`src/design/vseq_pkg.sv`:
```
// Sizes are fixed for eight IDs and 32 registers, and scalar moves are counted on the ALU queue
`default_nettype none

package vseq_pkg;

  //////////////////////////////
  // Sizes
  //////////////////////////////

  // Instructions in flight and the width of their ID
  localparam int NR_VINSN  = 8;
  localparam int VID_W     = 3;

  // Vector register file
  localparam int NR_VREGS  = 32;
  localparam int VREG_W    = 5;
  // Register v0 always holds the mask
  localparam int VMASK_REG = 0;

  localparam int SCALAR_W  = 64;

  // Wide enough to hold the deepest queue
  localparam int CNT_W     = 3;

  //////////////////////////////
  // Units and opcodes
  //////////////////////////////

  // The encoding doubles as the index into per-unit vectors
  typedef enum logic [2:0] {
    UNIT_ALU   = 3'd0,
    UNIT_MUL   = 3'd1,
    UNIT_LOAD  = 3'd2,
    UNIT_STORE = 3'd3,
    UNIT_SLIDE = 3'd4
  } unit_e;

  localparam int NR_UNITS = 5;

  typedef enum logic [2:0] {
    OP_ADD     = 3'd0,
    OP_MUL     = 3'd1,
    OP_LOAD    = 3'd2,
    OP_STORE   = 3'd3,
    OP_SLIDEUP = 3'd4,
    OP_MVXS    = 3'd5
  } op_e;

  // Queue depth of each unit in unit_e order
  localparam int QUEUE_DEPTH [NR_UNITS] = '{4, 4, 2, 2, 1};

  // Scalar moves read their element through the ALU
  function automatic unit_e op_unit(op_e op);
    unit_e unit;
    case (op)
      OP_MUL:     unit = UNIT_MUL;
      OP_LOAD:    unit = UNIT_LOAD;
      OP_STORE:   unit = UNIT_STORE;
      OP_SLIDEUP: unit = UNIT_SLIDE;
      default:    unit = UNIT_ALU;
    endcase
    return unit;
  endfunction

endpackage

`default_nettype wire

```
`src/design/seq_ctrl.sv`:
```
// Issue fields and response data are valid only in the cycle their strobe is high
`timescale 1ns/1ps
`default_nettype none

module seq_ctrl import vseq_pkg::*; (
  input  wire logic                clk_i,
  input  wire logic                rst_ni,
  input  wire logic                req_valid_i,
  input  wire op_e                 req_op_i,
  output logic                     req_ready_o,
  input  wire logic                id_full_i,
  input  wire logic [VID_W-1:0]    free_id_i,
  input  wire logic [NR_UNITS-1:0] unit_ready_i,
  input  wire logic [NR_VINSN-1:0] hazard_i,
  input  wire logic                scalar_valid_i,
  input  wire logic [SCALAR_W-1:0] scalar_data_i,
  output logic                     accept_o,
  output logic                     issue_valid_o,
  output logic      [VID_W-1:0]    issue_id_o,
  output op_e                      issue_op_o,
  output logic      [NR_VINSN-1:0] issue_hazard_o,
  output logic                     resp_valid_o,
  output logic      [SCALAR_W-1:0] resp_data_o
);

  // WAIT holds off new requests until the scalar result returns
  typedef enum logic {
    IDLE,
    WAIT
  } state_e;

  state_e state_q;
  state_e state_d;

  logic unit_ok;
  logic slide_stall;

  //////////////////////////////
  // Issue decision
  //////////////////////////////

  assign unit_ok = unit_ready_i[op_unit(req_op_i)];

  // A slide-up cannot chain, so it waits for every dependency to clear
  assign slide_stall = (req_op_i == OP_SLIDEUP) && (|hazard_i);

  assign req_ready_o = (state_q == IDLE) && !id_full_i && unit_ok && !slide_stall;
  assign accept_o    = req_valid_i && req_ready_o;

  always_comb begin
    state_d = state_q;
    case (state_q)
      IDLE: begin
        if (accept_o && (req_op_i == OP_MVXS)) state_d = WAIT;
      end
      WAIT: begin
        if (scalar_valid_i) state_d = IDLE;
      end
      default: state_d = IDLE;
    endcase
  end

  //////////////////////////////
  // Registers
  //////////////////////////////

  always_ff @(posedge clk_i or negedge rst_ni) begin
    if (!rst_ni) begin
      state_q       <= IDLE;
      issue_valid_o <= 1'b0;
      resp_valid_o  <= 1'b0;
    end else begin
      state_q       <= state_d;
      issue_valid_o <= accept_o;
      resp_valid_o  <= (state_q == WAIT) && scalar_valid_i;
    end
  end

  // Issue payload is captured on accept
  always_ff @(posedge clk_i) begin
    if (accept_o) begin
      issue_id_o     <= free_id_i;
      issue_op_o     <= req_op_i;
      issue_hazard_o <= hazard_i;
    end
  end

  // Scalar result becomes the response
  always_ff @(posedge clk_i) begin
    if ((state_q == WAIT) && scalar_valid_i) resp_data_o <= scalar_data_i;
  end

  // A scalar result only arrives for the move that is waiting for it
  assert property (@(posedge clk_i) disable iff (!rst_ni)
    scalar_valid_i |-> (state_q == WAIT));

endmodule

`default_nettype wire

```
`src/design/unit_queue_cnt.sv`:
```
// Counts rise only on accept and fall only on the unit's done pulse, one step per cycle
`timescale 1ns/1ps
`default_nettype none

module unit_queue_cnt import vseq_pkg::*; (
  input  wire logic                clk_i,
  input  wire logic                rst_ni,
  input  wire logic                accept_i,
  input  wire op_e                 req_op_i,
  input  wire logic [NR_UNITS-1:0] unit_done_i,
  output logic      [NR_UNITS-1:0] unit_ready_o
);

  // Unit addressed by the request on the port
  unit_e tgt_unit;
  assign tgt_unit = op_unit(req_op_i);

  //////////////////////////////
  // One counter per unit
  //////////////////////////////

  for (genvar u = 0; u < NR_UNITS; u++) begin : gen_cnt
    logic [CNT_W-1:0] cnt_q;
    logic             cnt_up;
    logic             cnt_down;

    assign cnt_up   = accept_i && (tgt_unit == unit_e'(u));
    assign cnt_down = unit_done_i[u];

    // An issue and a finish in the same cycle cancel out
    always_ff @(posedge clk_i or negedge rst_ni) begin
      if (!rst_ni) begin
        cnt_q <= '0;
      end else if (cnt_up && !cnt_down) begin
        cnt_q <= cnt_q + 1'b1;
      end else if (cnt_down && !cnt_up) begin
        cnt_q <= cnt_q - 1'b1;
      end
    end

    // Room is left while the count is below the queue depth
    assign unit_ready_o[u] = cnt_q < CNT_W'(QUEUE_DEPTH[u]);

    // The issue logic must hold requests back once a queue is full
    assert property (@(posedge clk_i) disable iff (!rst_ni)
      cnt_q <= CNT_W'(QUEUE_DEPTH[u]));

    // A done pulse always refers to an instruction counted earlier
    assert property (@(posedge clk_i) disable iff (!rst_ni)
      cnt_down |-> (cnt_q != '0));
  end

endmodule

`default_nettype wire

```
`src/design/vinsn_tracker.sv`:
```
// Units must not report two done IDs of the same unit in one cycle, since each unit gets one pulse
`timescale 1ns/1ps
`default_nettype none

module vinsn_tracker import vseq_pkg::*; (
  input  wire logic                clk_i,
  input  wire logic                rst_ni,
  input  wire logic                accept_i,
  input  wire op_e                 req_op_i,
  input  wire logic [NR_VINSN-1:0] vinsn_done_i,
  output logic      [VID_W-1:0]    free_id_o,
  output logic                     id_full_o,
  output logic      [NR_VINSN-1:0] running_o,
  output logic      [NR_UNITS-1:0] unit_done_o,
  output logic                     idle_o
);

  // One bit per ID that is handed out and not yet finished
  logic [NR_VINSN-1:0] running_q;
  // Unit that executes each ID
  unit_e               unit_q [NR_VINSN];

  //////////////////////////////
  // ID allocation
  //////////////////////////////

  // Walk down from the top so that the lowest free ID wins
  always_comb begin
    free_id_o = '0;
    for (int i = NR_VINSN - 1; i >= 0; i--) begin
      if (!running_q[i]) free_id_o = VID_W'(i);
    end
  end

  assign id_full_o = &running_q;
  assign idle_o    = ~|running_q;
  assign running_o = running_q;

  // An accepted ID is always free, so set and clear never hit the same bit
  always_ff @(posedge clk_i or negedge rst_ni) begin
    if (!rst_ni) begin
      running_q <= '0;
    end else begin
      running_q <= running_q & ~vinsn_done_i;
      if (accept_i) running_q[free_id_o] <= 1'b1;
    end
  end

  always_ff @(posedge clk_i) begin
    if (accept_i) unit_q[free_id_o] <= op_unit(req_op_i);
  end

  //////////////////////////////
  // Per-unit done pulses
  //////////////////////////////

  // Only running IDs may count down a queue
  always_comb begin
    unit_done_o = '0;
    for (int i = 0; i < NR_VINSN; i++) begin
      if (vinsn_done_i[i] && running_q[i]) unit_done_o[unit_q[i]] = 1'b1;
    end
  end

  // A unit finishes only what the sequencer issued to it earlier
  assert property (@(posedge clk_i) disable iff (!rst_ni)
    (vinsn_done_i & ~running_q) == '0);

endmodule

`default_nettype wire

```
`src/design/vreg_scoreboard.sv`:
```
// Tracks only the latest reader and writer per register, so older readers are covered by chaining
`timescale 1ns/1ps
`default_nettype none

module vreg_scoreboard import vseq_pkg::*; (
  input  wire logic                clk_i,
  input  wire logic                rst_ni,
  input  wire logic                accept_i,
  input  wire logic [VID_W-1:0]    req_id_i,
  input  wire logic [VREG_W-1:0]   req_vd_i,
  input  wire logic [VREG_W-1:0]   req_vs1_i,
  input  wire logic [VREG_W-1:0]   req_vs2_i,
  input  wire logic                req_use_vd_i,
  input  wire logic                req_use_vs1_i,
  input  wire logic                req_use_vs2_i,
  input  wire logic                req_vm_i,
  input  wire logic [NR_VINSN-1:0] running_i,
  output logic      [NR_VINSN-1:0] hazard_o
);

  localparam logic [VREG_W-1:0] MASK_IDX = VREG_W'(VMASK_REG);

  // Last writer and last reader of every register
  logic [VID_W-1:0]    wr_vid_q [NR_VREGS];
  logic [VID_W-1:0]    rd_vid_q [NR_VREGS];
  logic [NR_VREGS-1:0] wr_vld_q;
  logic [NR_VREGS-1:0] rd_vld_q;
  // Entries whose ID is still running
  logic [NR_VREGS-1:0] wr_live;
  logic [NR_VREGS-1:0] rd_live;

  for (genvar r = 0; r < NR_VREGS; r++) begin : gen_live
    assign wr_live[r] = wr_vld_q[r] & running_i[wr_vid_q[r]];
    assign rd_live[r] = rd_vld_q[r] & running_i[rd_vid_q[r]];
  end

  // One-hot ID vector, empty when the entry is not live
  function automatic logic [NR_VINSN-1:0] id_bit(logic [VID_W-1:0] id, logic en);
    return {{(NR_VINSN - 1){1'b0}}, en} << id;
  endfunction

  //////////////////////////////
  // Hazard vector
  //////////////////////////////

  always_comb begin
    hazard_o = '0;
    // RAW on the sources and on the mask of a masked instruction
    if (req_use_vs1_i) hazard_o |= id_bit(wr_vid_q[req_vs1_i], wr_live[req_vs1_i]);
    if (req_use_vs2_i) hazard_o |= id_bit(wr_vid_q[req_vs2_i], wr_live[req_vs2_i]);
    if (!req_vm_i) hazard_o |= id_bit(wr_vid_q[MASK_IDX], wr_live[MASK_IDX]);
    // WAW and WAR on the destination
    if (req_use_vd_i) begin
      hazard_o |= id_bit(wr_vid_q[req_vd_i], wr_live[req_vd_i]);
      hazard_o |= id_bit(rd_vid_q[req_vd_i], rd_live[req_vd_i]);
    end
  end

  //////////////////////////////
  // List update
  //////////////////////////////

  // Finished entries drop out so a reused ID is not mistaken for the old one
  always_ff @(posedge clk_i or negedge rst_ni) begin
    if (!rst_ni) begin
      wr_vld_q <= '0;
      rd_vld_q <= '0;
    end else begin
      wr_vld_q <= wr_live;
      rd_vld_q <= rd_live;
      if (accept_i) begin
        if (req_use_vd_i)  wr_vld_q[req_vd_i]  <= 1'b1;
        if (req_use_vs1_i) rd_vld_q[req_vs1_i] <= 1'b1;
        if (req_use_vs2_i) rd_vld_q[req_vs2_i] <= 1'b1;
        if (!req_vm_i)     rd_vld_q[MASK_IDX]  <= 1'b1;
      end
    end
  end

  always_ff @(posedge clk_i) begin
    if (accept_i) begin
      if (req_use_vd_i)  wr_vid_q[req_vd_i]  <= req_id_i;
      if (req_use_vs1_i) rd_vid_q[req_vs1_i] <= req_id_i;
      if (req_use_vs2_i) rd_vid_q[req_vs2_i] <= req_id_i;
      if (!req_vm_i)     rd_vid_q[MASK_IDX]  <= req_id_i;
    end
  end

endmodule

`default_nettype wire

```
`src/design/vseq_top.sv`:
```
// Requests must stay stable until accepted, and issue has no back-pressure toward the units
`timescale 1ns/1ps
`default_nettype none

module vseq_top import vseq_pkg::*; (
  input  wire logic                clk_i,
  input  wire logic                rst_ni,
  // Dispatcher request
  input  wire logic                req_valid_i,
  output logic                     req_ready_o,
  input  wire op_e                 req_op_i,
  input  wire logic [VREG_W-1:0]   req_vd_i,
  input  wire logic [VREG_W-1:0]   req_vs1_i,
  input  wire logic [VREG_W-1:0]   req_vs2_i,
  input  wire logic                req_use_vd_i,
  input  wire logic                req_use_vs1_i,
  input  wire logic                req_use_vs2_i,
  input  wire logic                req_vm_i,
  // Issue toward the units
  output logic                     issue_valid_o,
  output logic      [VID_W-1:0]    issue_id_o,
  output op_e                      issue_op_o,
  output logic      [NR_VINSN-1:0] issue_hazard_o,
  input  wire logic [NR_VINSN-1:0] vinsn_done_i,
  // Scalar result and response
  input  wire logic                scalar_valid_i,
  input  wire logic [SCALAR_W-1:0] scalar_data_i,
  output logic                     resp_valid_o,
  output logic      [SCALAR_W-1:0] resp_data_o,
  output logic                     idle_o
);

  logic                accept;
  logic [VID_W-1:0]    free_id;
  logic                id_full;
  logic [NR_VINSN-1:0] running;
  logic [NR_UNITS-1:0] unit_done;
  logic [NR_UNITS-1:0] unit_ready;
  logic [NR_VINSN-1:0] hazard;

  vinsn_tracker u_tracker (
    .clk_i        (clk_i),
    .rst_ni       (rst_ni),
    .accept_i     (accept),
    .req_op_i     (req_op_i),
    .vinsn_done_i (vinsn_done_i),
    .free_id_o    (free_id),
    .id_full_o    (id_full),
    .running_o    (running),
    .unit_done_o  (unit_done),
    .idle_o       (idle_o)
  );

  unit_queue_cnt u_queue_cnt (
    .clk_i        (clk_i),
    .rst_ni       (rst_ni),
    .accept_i     (accept),
    .req_op_i     (req_op_i),
    .unit_done_i  (unit_done),
    .unit_ready_o (unit_ready)
  );

  vreg_scoreboard u_scoreboard (
    .clk_i         (clk_i),
    .rst_ni        (rst_ni),
    .accept_i      (accept),
    .req_id_i      (free_id),
    .req_vd_i      (req_vd_i),
    .req_vs1_i     (req_vs1_i),
    .req_vs2_i     (req_vs2_i),
    .req_use_vd_i  (req_use_vd_i),
    .req_use_vs1_i (req_use_vs1_i),
    .req_use_vs2_i (req_use_vs2_i),
    .req_vm_i      (req_vm_i),
    .running_i     (running),
    .hazard_o      (hazard)
  );

  seq_ctrl u_ctrl (
    .clk_i          (clk_i),
    .rst_ni         (rst_ni),
    .req_valid_i    (req_valid_i),
    .req_op_i       (req_op_i),
    .req_ready_o    (req_ready_o),
    .id_full_i      (id_full),
    .free_id_i      (free_id),
    .unit_ready_i   (unit_ready),
    .hazard_i       (hazard),
    .scalar_valid_i (scalar_valid_i),
    .scalar_data_i  (scalar_data_i),
    .accept_o       (accept),
    .issue_valid_o  (issue_valid_o),
    .issue_id_o     (issue_id_o),
    .issue_op_o     (issue_op_o),
    .issue_hazard_o (issue_hazard_o),
    .resp_valid_o   (resp_valid_o),
    .resp_data_o    (resp_data_o)
  );

endmodule

`default_nettype wire

```
`config.mk`:
```
export PLATFORM = sky130hd
export DESIGN_NAME = vseq_top
export DESIGN_NICKNAME = d
export VERILOG_FILES = /design/src/design/vseq_pkg.sv /design/src/design/seq_ctrl.sv /design/src/design/unit_queue_cnt.sv /design/src/design/vinsn_tracker.sv /design/src/design/vreg_scoreboard.sv /design/src/design/vseq_top.sv
export SDC_FILE = /design/constraint.sdc
export NUM_CORES = 1
export LEC_CHECK = 0
export BUFFER_PORTS_ARGS = -buffer_cell sky130_fd_sc_hd__buf_2
export CAP_MARGIN = 20
export CORE_MARGIN = 2
export CORE_UTILIZATION = 45
export CTS_BUF_LIST = sky130_fd_sc_hd__clkbuf_16
export DETAILED_ROUTE_END_ITERATION = 8
export PLACE_DENSITY_LB_ADDON = 0.1
export SYNTH_ARGS = -nofsm -noshare
export SYNTH_HDL_FRONTEND = slang
export SYNTH_HIERARCHICAL = 1
export SYNTH_SLANG_ARGS = --single-unit
```
`constraint.sdc`:
```
create_clock -name clk_i -period 10.5 [get_ports clk_i]
set_input_delay 3.15 -clock clk_i [delete_from_list [all_inputs] [get_ports clk_i]]
set_output_delay 3.15 -clock clk_i [all_outputs]
set_load 0.03 [all_outputs]
```
; ---- After elaboration in Yosys (flattened, before gate mapping)
; Memory sizes are Yosys's and may differ from the RTL's.
; Index checks and enable logic that the tools add are counted.
[totals]
ram_bits = 216
in_bits = 98
output_inout_bits = 82
ff_bits = 168
romBits = 0
elab_cells = 501
n_memories = 3
latch_bits = 0
[op_classes]
n_reduce_logical = 64
div_mod_pow = 0
muxes = 219
eq_ne = 9
n_lt_le_gt_ge = 94
multipliers = 0
n_bitwise = 82
shift = 5
n_addsub = 10
[mem_list]
columns = name, depth, word_bits, read_ports, rd_clocked_by_memory_dff, wr, line_no
row1 = u_scoreboard.rd_vid_q, 32, 3, 33, 0, 3, vreg_scoreboard.sv:25  ; logic [VID_W-1:0] rd_vid_q [NR_VREGS];
row2 = u_scoreboard.wr_vid_q, 32, 3, 35, 0, 1, vreg_scoreboard.sv:24  ; logic [VID_W-1:0] wr_vid_q [NR_VREGS];
row3 = u_tracker.unit_q, 8, 3, 8, 0, 1, vinsn_tracker.sv:21  ; unit_e unit_q [NR_VINSN];
[ops]
columns = operator, count
row1 = "< comparator 3 x 4 -> 1 bit, second input constant", 74
row2 = binary-select mux 1 bit (select 3 bit), 65
row3 = two-way mux 32 bit, 6
row4 = two-way mux 1 bit, 98
row5 = OR 32 bit, 3
row6 = AND 1 bit, 64
row7 = two-way mux 3 bit, 19
row8 = logical AND 1 bit, 42
row9 = two-way mux 5 bit, 8
row10 = two-way mux 8 bit, 5
row11 = OR 8 bit, 5
row12 = << shifter 1 x 3 -> 8 bit, 5
row13 = OR 5 bit, 7
row14 = demux 1 bit (select 3 bit), 9
row15 = ">= comparator 3 x 1 -> 1 bit, second input constant", 9
row16 = binary-select mux 1 bit (select 5 bit), 4
row17 = "< comparator 5 x 6 -> 1 bit, second input constant", 3
row18 = OR reduction 8 bit, 2
row19 = "adder 3 x 1 -> 3 bit, second input constant", 5
row20 = demux 1 bit (select 5 bit), 3
row21 = ">= comparator 5 x 1 -> 1 bit, second input constant", 3
row22 = "subtractor 3 x 1 -> 3 bit, second input constant", 5
row23 = zero test 1 bit, 13
row24 = "equality test 3 x 2 -> 1 bit, second input constant", 4
row25 = 13 further kinds, 22

; ---- Depth between registers and ports, before layout
[depth]
depth_word = 24
depth_mapped = 25
mapped_depth_nobuf = 21

; ---- Modules after synthesis
; Netlist, hierarchy kept.
[modules_own_cells]
columns = mod, cells_per_inst, seq_area_each_um2, area_each_um2, instances
row1 = vreg_scoreboard, 1520, 7367.1, 18013.5, 1
row2 = seq_ctrl, 102, 2417.3, 2576.2, 1
row3 = vinsn_tracker, 148, 920.9, 1705.4, 1
row4 = unit_queue_cnt, 78, 375.4, 872.1, 1

; ---- Worst setup path after synthesis
; OpenSTA, ideal clock, no wires.
[synth_path]
kind = input port to output port
startpoint = in req_vs1_i[0]
endpoint = out req_ready_o
t_required_ps = 7350
path_buffers = 2
slack_ps = 1503
path_stages = 10
t_arrival_ps = 5847
cell_sequence = buf_2 > buf_2 > mux4_2 > a2111oi_0 > nor2_1 > a31oi_1 > nand3_1 > nor4_1 > nand4_1 > o41ai_2
[synth_between]
elab_chain_cells = 15
word_cells_on_any_way = 16
cone_classes = shift (1) / mux (6) / bitwise (4) / reduce/logical (4) / memory (1)
[synth_rtl]
columns = element, line_no
row1 = "start, declared", vseq_top.sv:13  ; input wire logic [VREG_W-1:0] req_vs1_i,
row2 = binary-select mux 1 bit (select 5 bit), vreg_scoreboard.sv:49  ; if (req_use_vs1_i) hazard_o |= id_bit(wr_vid_q[req_vs1_i], wr_live[req_vs1_i]);
row3 = two-way mux 1 bit (implied by the code), vreg_scoreboard.sv:49
row4 = << shifter 1 x 3 -> 8 bit *, vreg_scoreboard.sv:39  ; return {{(NR_VINSN - 1){1'b0}}, en} << id;
row5 = two-way mux 8 bit *, vreg_scoreboard.sv:49
row6 = OR 8 bit, vreg_scoreboard.sv:50  ; if (req_use_vs2_i) hazard_o |= id_bit(wr_vid_q[req_vs2_i], wr_live[req_vs2_i]);
row7 = two-way mux 8 bit *, vreg_scoreboard.sv:50
row8 = OR 8 bit, vreg_scoreboard.sv:51  ; if (!req_vm_i) hazard_o |= id_bit(wr_vid_q[MASK_IDX], wr_live[MASK_IDX]);
row9 = two-way mux 8 bit *, vreg_scoreboard.sv:51
row10 = OR 8 bit, vreg_scoreboard.sv:54  ; hazard_o |= id_bit(wr_vid_q[req_vd_i], wr_live[req_vd_i]);
row11 = OR 8 bit, vreg_scoreboard.sv:55  ; hazard_o |= id_bit(rd_vid_q[req_vd_i], rd_live[req_vd_i]);
row12 = two-way mux 8 bit *, vreg_scoreboard.sv:53  ; if (req_use_vd_i) begin
row13 = net hazard[5], vseq_top.sv:39  ; logic [NR_VINSN-1:0] hazard;
row14 = OR reduction 8 bit *, seq_ctrl.sv:45  ; assign slide_stall = (req_op_i == OP_SLIDEUP) && (|hazard_i);
row15 = logical AND 1 bit *, seq_ctrl.sv:45
row16 = zero test 1 bit *, seq_ctrl.sv:47  ; assign req_ready_o = (state_q == IDLE) && !id_full_i && unit_ok && !slide_stall;
row17 = logical AND 1 bit *, seq_ctrl.sv:47
row18 = "end, declared", vseq_top.sv:10  ; output logic req_ready_o,
; The timed path passes the listed nets; every way through them passes the cells marked *. The select of a mux whose other input is x is not followed.

; ---- Final worst setup path
[layout_path]
startpoint = in req_vd_i[0]
endpoint = out req_ready_o
[layout_between]
elab_chain_cells = 10
word_cells_on_any_way = 15
cone_classes = shift (2) / mux (5) / bitwise (2) / reduce/logical (4) / memory (2)
[layout_rtl]
columns = element, line_no
row1 = "start, declared", vseq_top.sv:12  ; input wire logic [VREG_W-1:0] req_vd_i,
row2 = binary-select mux 1 bit (select 5 bit), vreg_scoreboard.sv:54
row3 = two-way mux 1 bit (implied by the code), vreg_scoreboard.sv:54
row4 = << shifter 1 x 3 -> 8 bit, vreg_scoreboard.sv:39
row5 = OR 8 bit, vreg_scoreboard.sv:54
row6 = OR 8 bit *, vreg_scoreboard.sv:55
row7 = two-way mux 8 bit *, vreg_scoreboard.sv:53
row8 = net hazard[0], vseq_top.sv:39
row9 = OR reduction 8 bit *, seq_ctrl.sv:45
row10 = logical AND 1 bit *, seq_ctrl.sv:45
row11 = zero test 1 bit *, seq_ctrl.sv:47
row12 = logical AND 1 bit *, seq_ctrl.sv:47
; Marked as above.

==> impl_summary.md <==
STA
Setup repair after global routing left no endpoint under its margin. The worst slew margin relative to its limit is 0.242. The upper clock frequency limit is 0.0965 GHz. The count of final max-slew check failures is 0. The shortest period the worst path allows is 10.36 ns.

The final count of negative-setup-slack endpoints is 0. The final hold slack is 0.467 ns. The setup clock skew after layout is 0.0322 ns. The number of hold-slack violations in the final timing report was 0. The sum of negative setup slack is 0 ns. The ratio of final minimum period to clock period is 0.987.

The transition at the pin with the smallest max-transition slack is 1.13 ns.

Place
Summed over all nets, the half-perimeter wirelength after detailed placement is 54700 um. At the end of routability-driven placement, the weighted congestion stood at 0.991. Buffers placed on the I/O ports in this run total 179. The area after detailed placement is 24600 um2.

Logic synthesis
The share of async-settable or async-resettable flops after synthesis is 0.234. During synthesis, Yosys emitted a total of 6 warnings. Yosys instantiated no cell more often than edfxtp_1. The fraction of the yosys area taken by sequential cells is 0.478. The most frequently used flop master after synthesis is edfxtp_1. The synthesized design spends more area on one cell type than any other, namely edfxtp_1. Sorting the synthesized cells by area gives the leading types as edfxtp_1 38%, mux4_2 14%, dfrtp_1 9.7%.

The number of synthesized flops with an enable pin is 294. The average size of a mapped cell is 12.5 um2. After technology mapping, the gate count stands at 1848. Counting distinct cell types in the post-synthesis netlist gives 104. The synthesized netlist net count is 1957. Counting instances in the post-synthesis netlist gives the leading cell types as 294 x edfxtp_1, 143 x mux4_2, 132 x nor2_1.

The flop and latch count out of synthesis is 384. The area fraction of the dominant cell type after synthesis is 0.381. The post-synthesis instance area is 23200 um2.

Route
The post-route antenna net violation count is 0. After detailed routing, the number of vias per cell comes to 6.68. The post-detailed-route DRC marker count is 0. The post-detailed-routing wire length is 80300 um. The average wire per standard cell is 29.7 um. Across all layers, the routed design uses 18044 vias.

The number of search-and-repair iterations in the first detailed-routing pass is 6. The violation count after the first detailed-route iteration is 2017.

Worst setup path
The highest net fanout along the worst path is 38. The cell repeated most along the worst path is nand4_1. The critical path start-end classification is input port to primary output. The endpoint of the worst register-to-register path is u_scoreboard/wr_vid_q[31][1].

The worst endpoint required time is 7.35 ns. The combined buffer and inverter count along the critical path is 2. Among all stages on the critical path, the largest delay is contributed by a2111oi_0. STA classifies the critical path endpoint as a primary output. In this design, the stage delay of the slowest critical-path cell is 0.66 ns. The critical path runs through a total of 12 cells.

The critical path data arrival time is 7.21 ns. The launch instance of the worst register-to-register path is u_tracker/running_o[6]. The kind of cell adding the most delay to the critical path is simple AND/OR/NAND/NOR gates.

The critical path goes through buf_4 -> nand2b_1 -> nor3_1 -> a2111oi_0 -> and4_1 -> nand4_2 -> a32oi_1 -> nand4_1 -> nor4b_1 -> nand4_1 -> o41ai_2 -> buf_2. For flop-to-flop paths, the worst setup slack is 3.43 ns. The cell depth of the worst flop-to-flop path is 16. The kind of start point of the critical path is an input port.

Global route
The largest net degree at the start of global routing is 72. The global-route wire length before repair is 118000 um. The number of global-route vias before repair is 17565. The remaining global-route overflow is 0. In the global route stage, overall resource usage came out at 0.299. The number of antenna violations at the first check in global routing is 1.

Worst hold path
The path class of the tightest hold or removal check is flip-flop to flip-flop. Along the worst hold path, the cell count comes to 1. In this run the most critical hold path is launched from u_queue_cnt/gen_cnt[4].cnt_q[2]. The worst hold path terminates at u_queue_cnt/gen_cnt[4].cnt_q[2].

Finish
Once layout is complete, the utilization of the core stands at 0.511. In the final layout, the share of cells above drive strength 1 is 0.285. The layout net count is 2093. The final instance area is 26100 um2. 0 antenna diodes ended up in the layout.

The area growth from synthesis to layout is 12.8%.

Pwr
The standby leakage power is 0.00967 uW. The largest vdd supply drop is 0.154 mV. Power spread over the standard cell area amounts to 156 nW/um2.

Die
The floorplan die height is 231 um. The number of I/O pins is 180. The floorplan has 83 rows. For this configuration, the core starts out at a cell density of 0.453. The floorplan step set the die width to 231 um.

The core area is 51100 um2. The area enclosed by the die boundary is 53300 um2.

Clocking
The clock sink count is 384. The clock edge transition at the registers on the reported setup and hold paths is 0.06 ns. Clock tree synthesis inserted a total of 45 buffers. The root buffer cell is clkbuf_16. In this run, post-CTS repair resized a total of 0 instances.

The number of buffers on the longest clock path is 3. The post-cts hold buffer count is 0. In this run the number of H-tree levels came out at 2. Buffers added to address setup during post-CTS repair amount to 0. The latest clock arrival within the worst-skew pair is 0.59 ns. TritonCTS built the clock tree.

Run status
The run finished with clean final reports.

Job
The max capacitance violation total is 0.
==> power breakdown <==
part	total (uW)	switching, uW	internal, uW	leakage (uW)
Clock	1560	654	909	0.000745
Combinational	716	461	256	0.00484
Sequential	1800	60.5	1740	0.00408
==> layout make-up <==
class	count	area (um2)
Sequential cell	384	11100
Inverter	64	243
Multi-Input combinational cell	1262	11200
Tap cell	680	851
Clock inverter	39	348
Fill cell	4624	25000
Clock buffer	45	1130
Timing Repair Buffer	227	1300
==> sequential cells by signal, summed over array words and instances (netlist names), 8 cells and up <==
signal and cells:
u_tracker/running_o 8, u_scoreboard/rd_vld_q 32, u_scoreboard/rd_vid_q 96, u_ctrl/resp_data_o 64
u_tracker/unit_q 24, u_queue_cnt/gen_cnt.cnt_q 15, u_scoreboard/wr_vid_q 96, u_scoreboard/wr_vld_q 32
u_ctrl/issue_hazard_o 8
==> cells by family (layout without fill, tap and decap cells) <==
group,after synthesis,in the layout,synth area share
AND/OR/NAND/NOR,610,610,0.146
XOR/XNOR,16,16,0.00605
AO/OA/AOI/OAI,311,311,0.102
adder cells (fa/ha/maj),11,11,0.00724
flip-flops,384,384,0.478
multiplexers,314,314,0.219
buffers and inverters,202,375,0.0408
==> how the worst max path moves through the flow <==
stage	slack, ns	startpoint	to
global placement	0.17	req_vs1_i[1]	req_ready_o
finish	0.14	req_vd_i[0]	req_ready_o
CTS	0.14	req_vs1_i[1]	req_ready_o
floorplan	1.50	req_vs1_i[0]	req_ready_o
global route	0.03	req_vd_i[0]	req_ready_o
detailed placement	0.14	req_vs1_i[1]	req_ready_o
==> cells in the final DEF (no fill, tap or decap), drive strengths merged, types with 7 or more instances in the layout <==
| cell | Yosys | routed |
|---|---|---|
| o21ai | 34 | 34 |
| a311oi | 11 | 11 |
| inv | 64 | 75 |
| nor4 | 36 | 36 |
| and2 | 15 | 15 |
| nand3 | 55 | 55 |
| ha | 7 | 7 |
| a21o | 7 | 7 |
| clkinv | 0 | 20 |
| or2 | 25 | 25 |
| a211oi | 14 | 14 |
| a32oi | 12 | 12 |
| nor3b | 34 | 34 |
| or3 | 8 | 8 |
| nor2b | 44 | 44 |
| buf | 75 | 226 |
| a21oi | 11 | 11 |
| nor4b | 19 | 19 |
| clkbuf | 63 | 45 |
| nand2b | 44 | 44 |
| nand3b | 16 | 16 |
| dfrtp | 90 | 90 |
| o22ai | 85 | 85 |
| o31a | 7 | 7 |
| nand4 | 22 | 22 |
| a2111oi | 25 | 25 |
| mux2i | 102 | 102 |
| xnor2 | 7 | 7 |
| nor3 | 38 | 38 |
| o211ai | 11 | 11 |
| and3 | 16 | 16 |
| a22oi | 12 | 12 |
| mux2 | 65 | 65 |
| a31oi | 20 | 20 |
| xor2 | 9 | 9 |
| edfxtp | 294 | 294 |
| mux4 | 147 | 147 |
| nand2 | 83 | 83 |
| nor2 | 135 | 135 |
==> through the flow <==
stage                     total power, uW  std cells  setup WS, ns
after floorplan                      2280       1848          1.50
after global placement               2530       2615         0.174
after detailed placement             2550       2615         0.138
after CTS                            4120       2699         0.143
after global routing                 4230       2701        0.0311
final                                4080       2701         0.138
==> layer usage <==
metal | up-vias | wire, um | track usage
met3 | 198 | 6880 | 0.0478
li1 | 7643 | - | -
met5 | - | 0 | 0
met1 | 9181 | 32900 | 0.416
met4 | 0 | 3080 | 0.114
met2 | 1022 | 37400 | 0.472
Power figures use the tool's default switching activity.
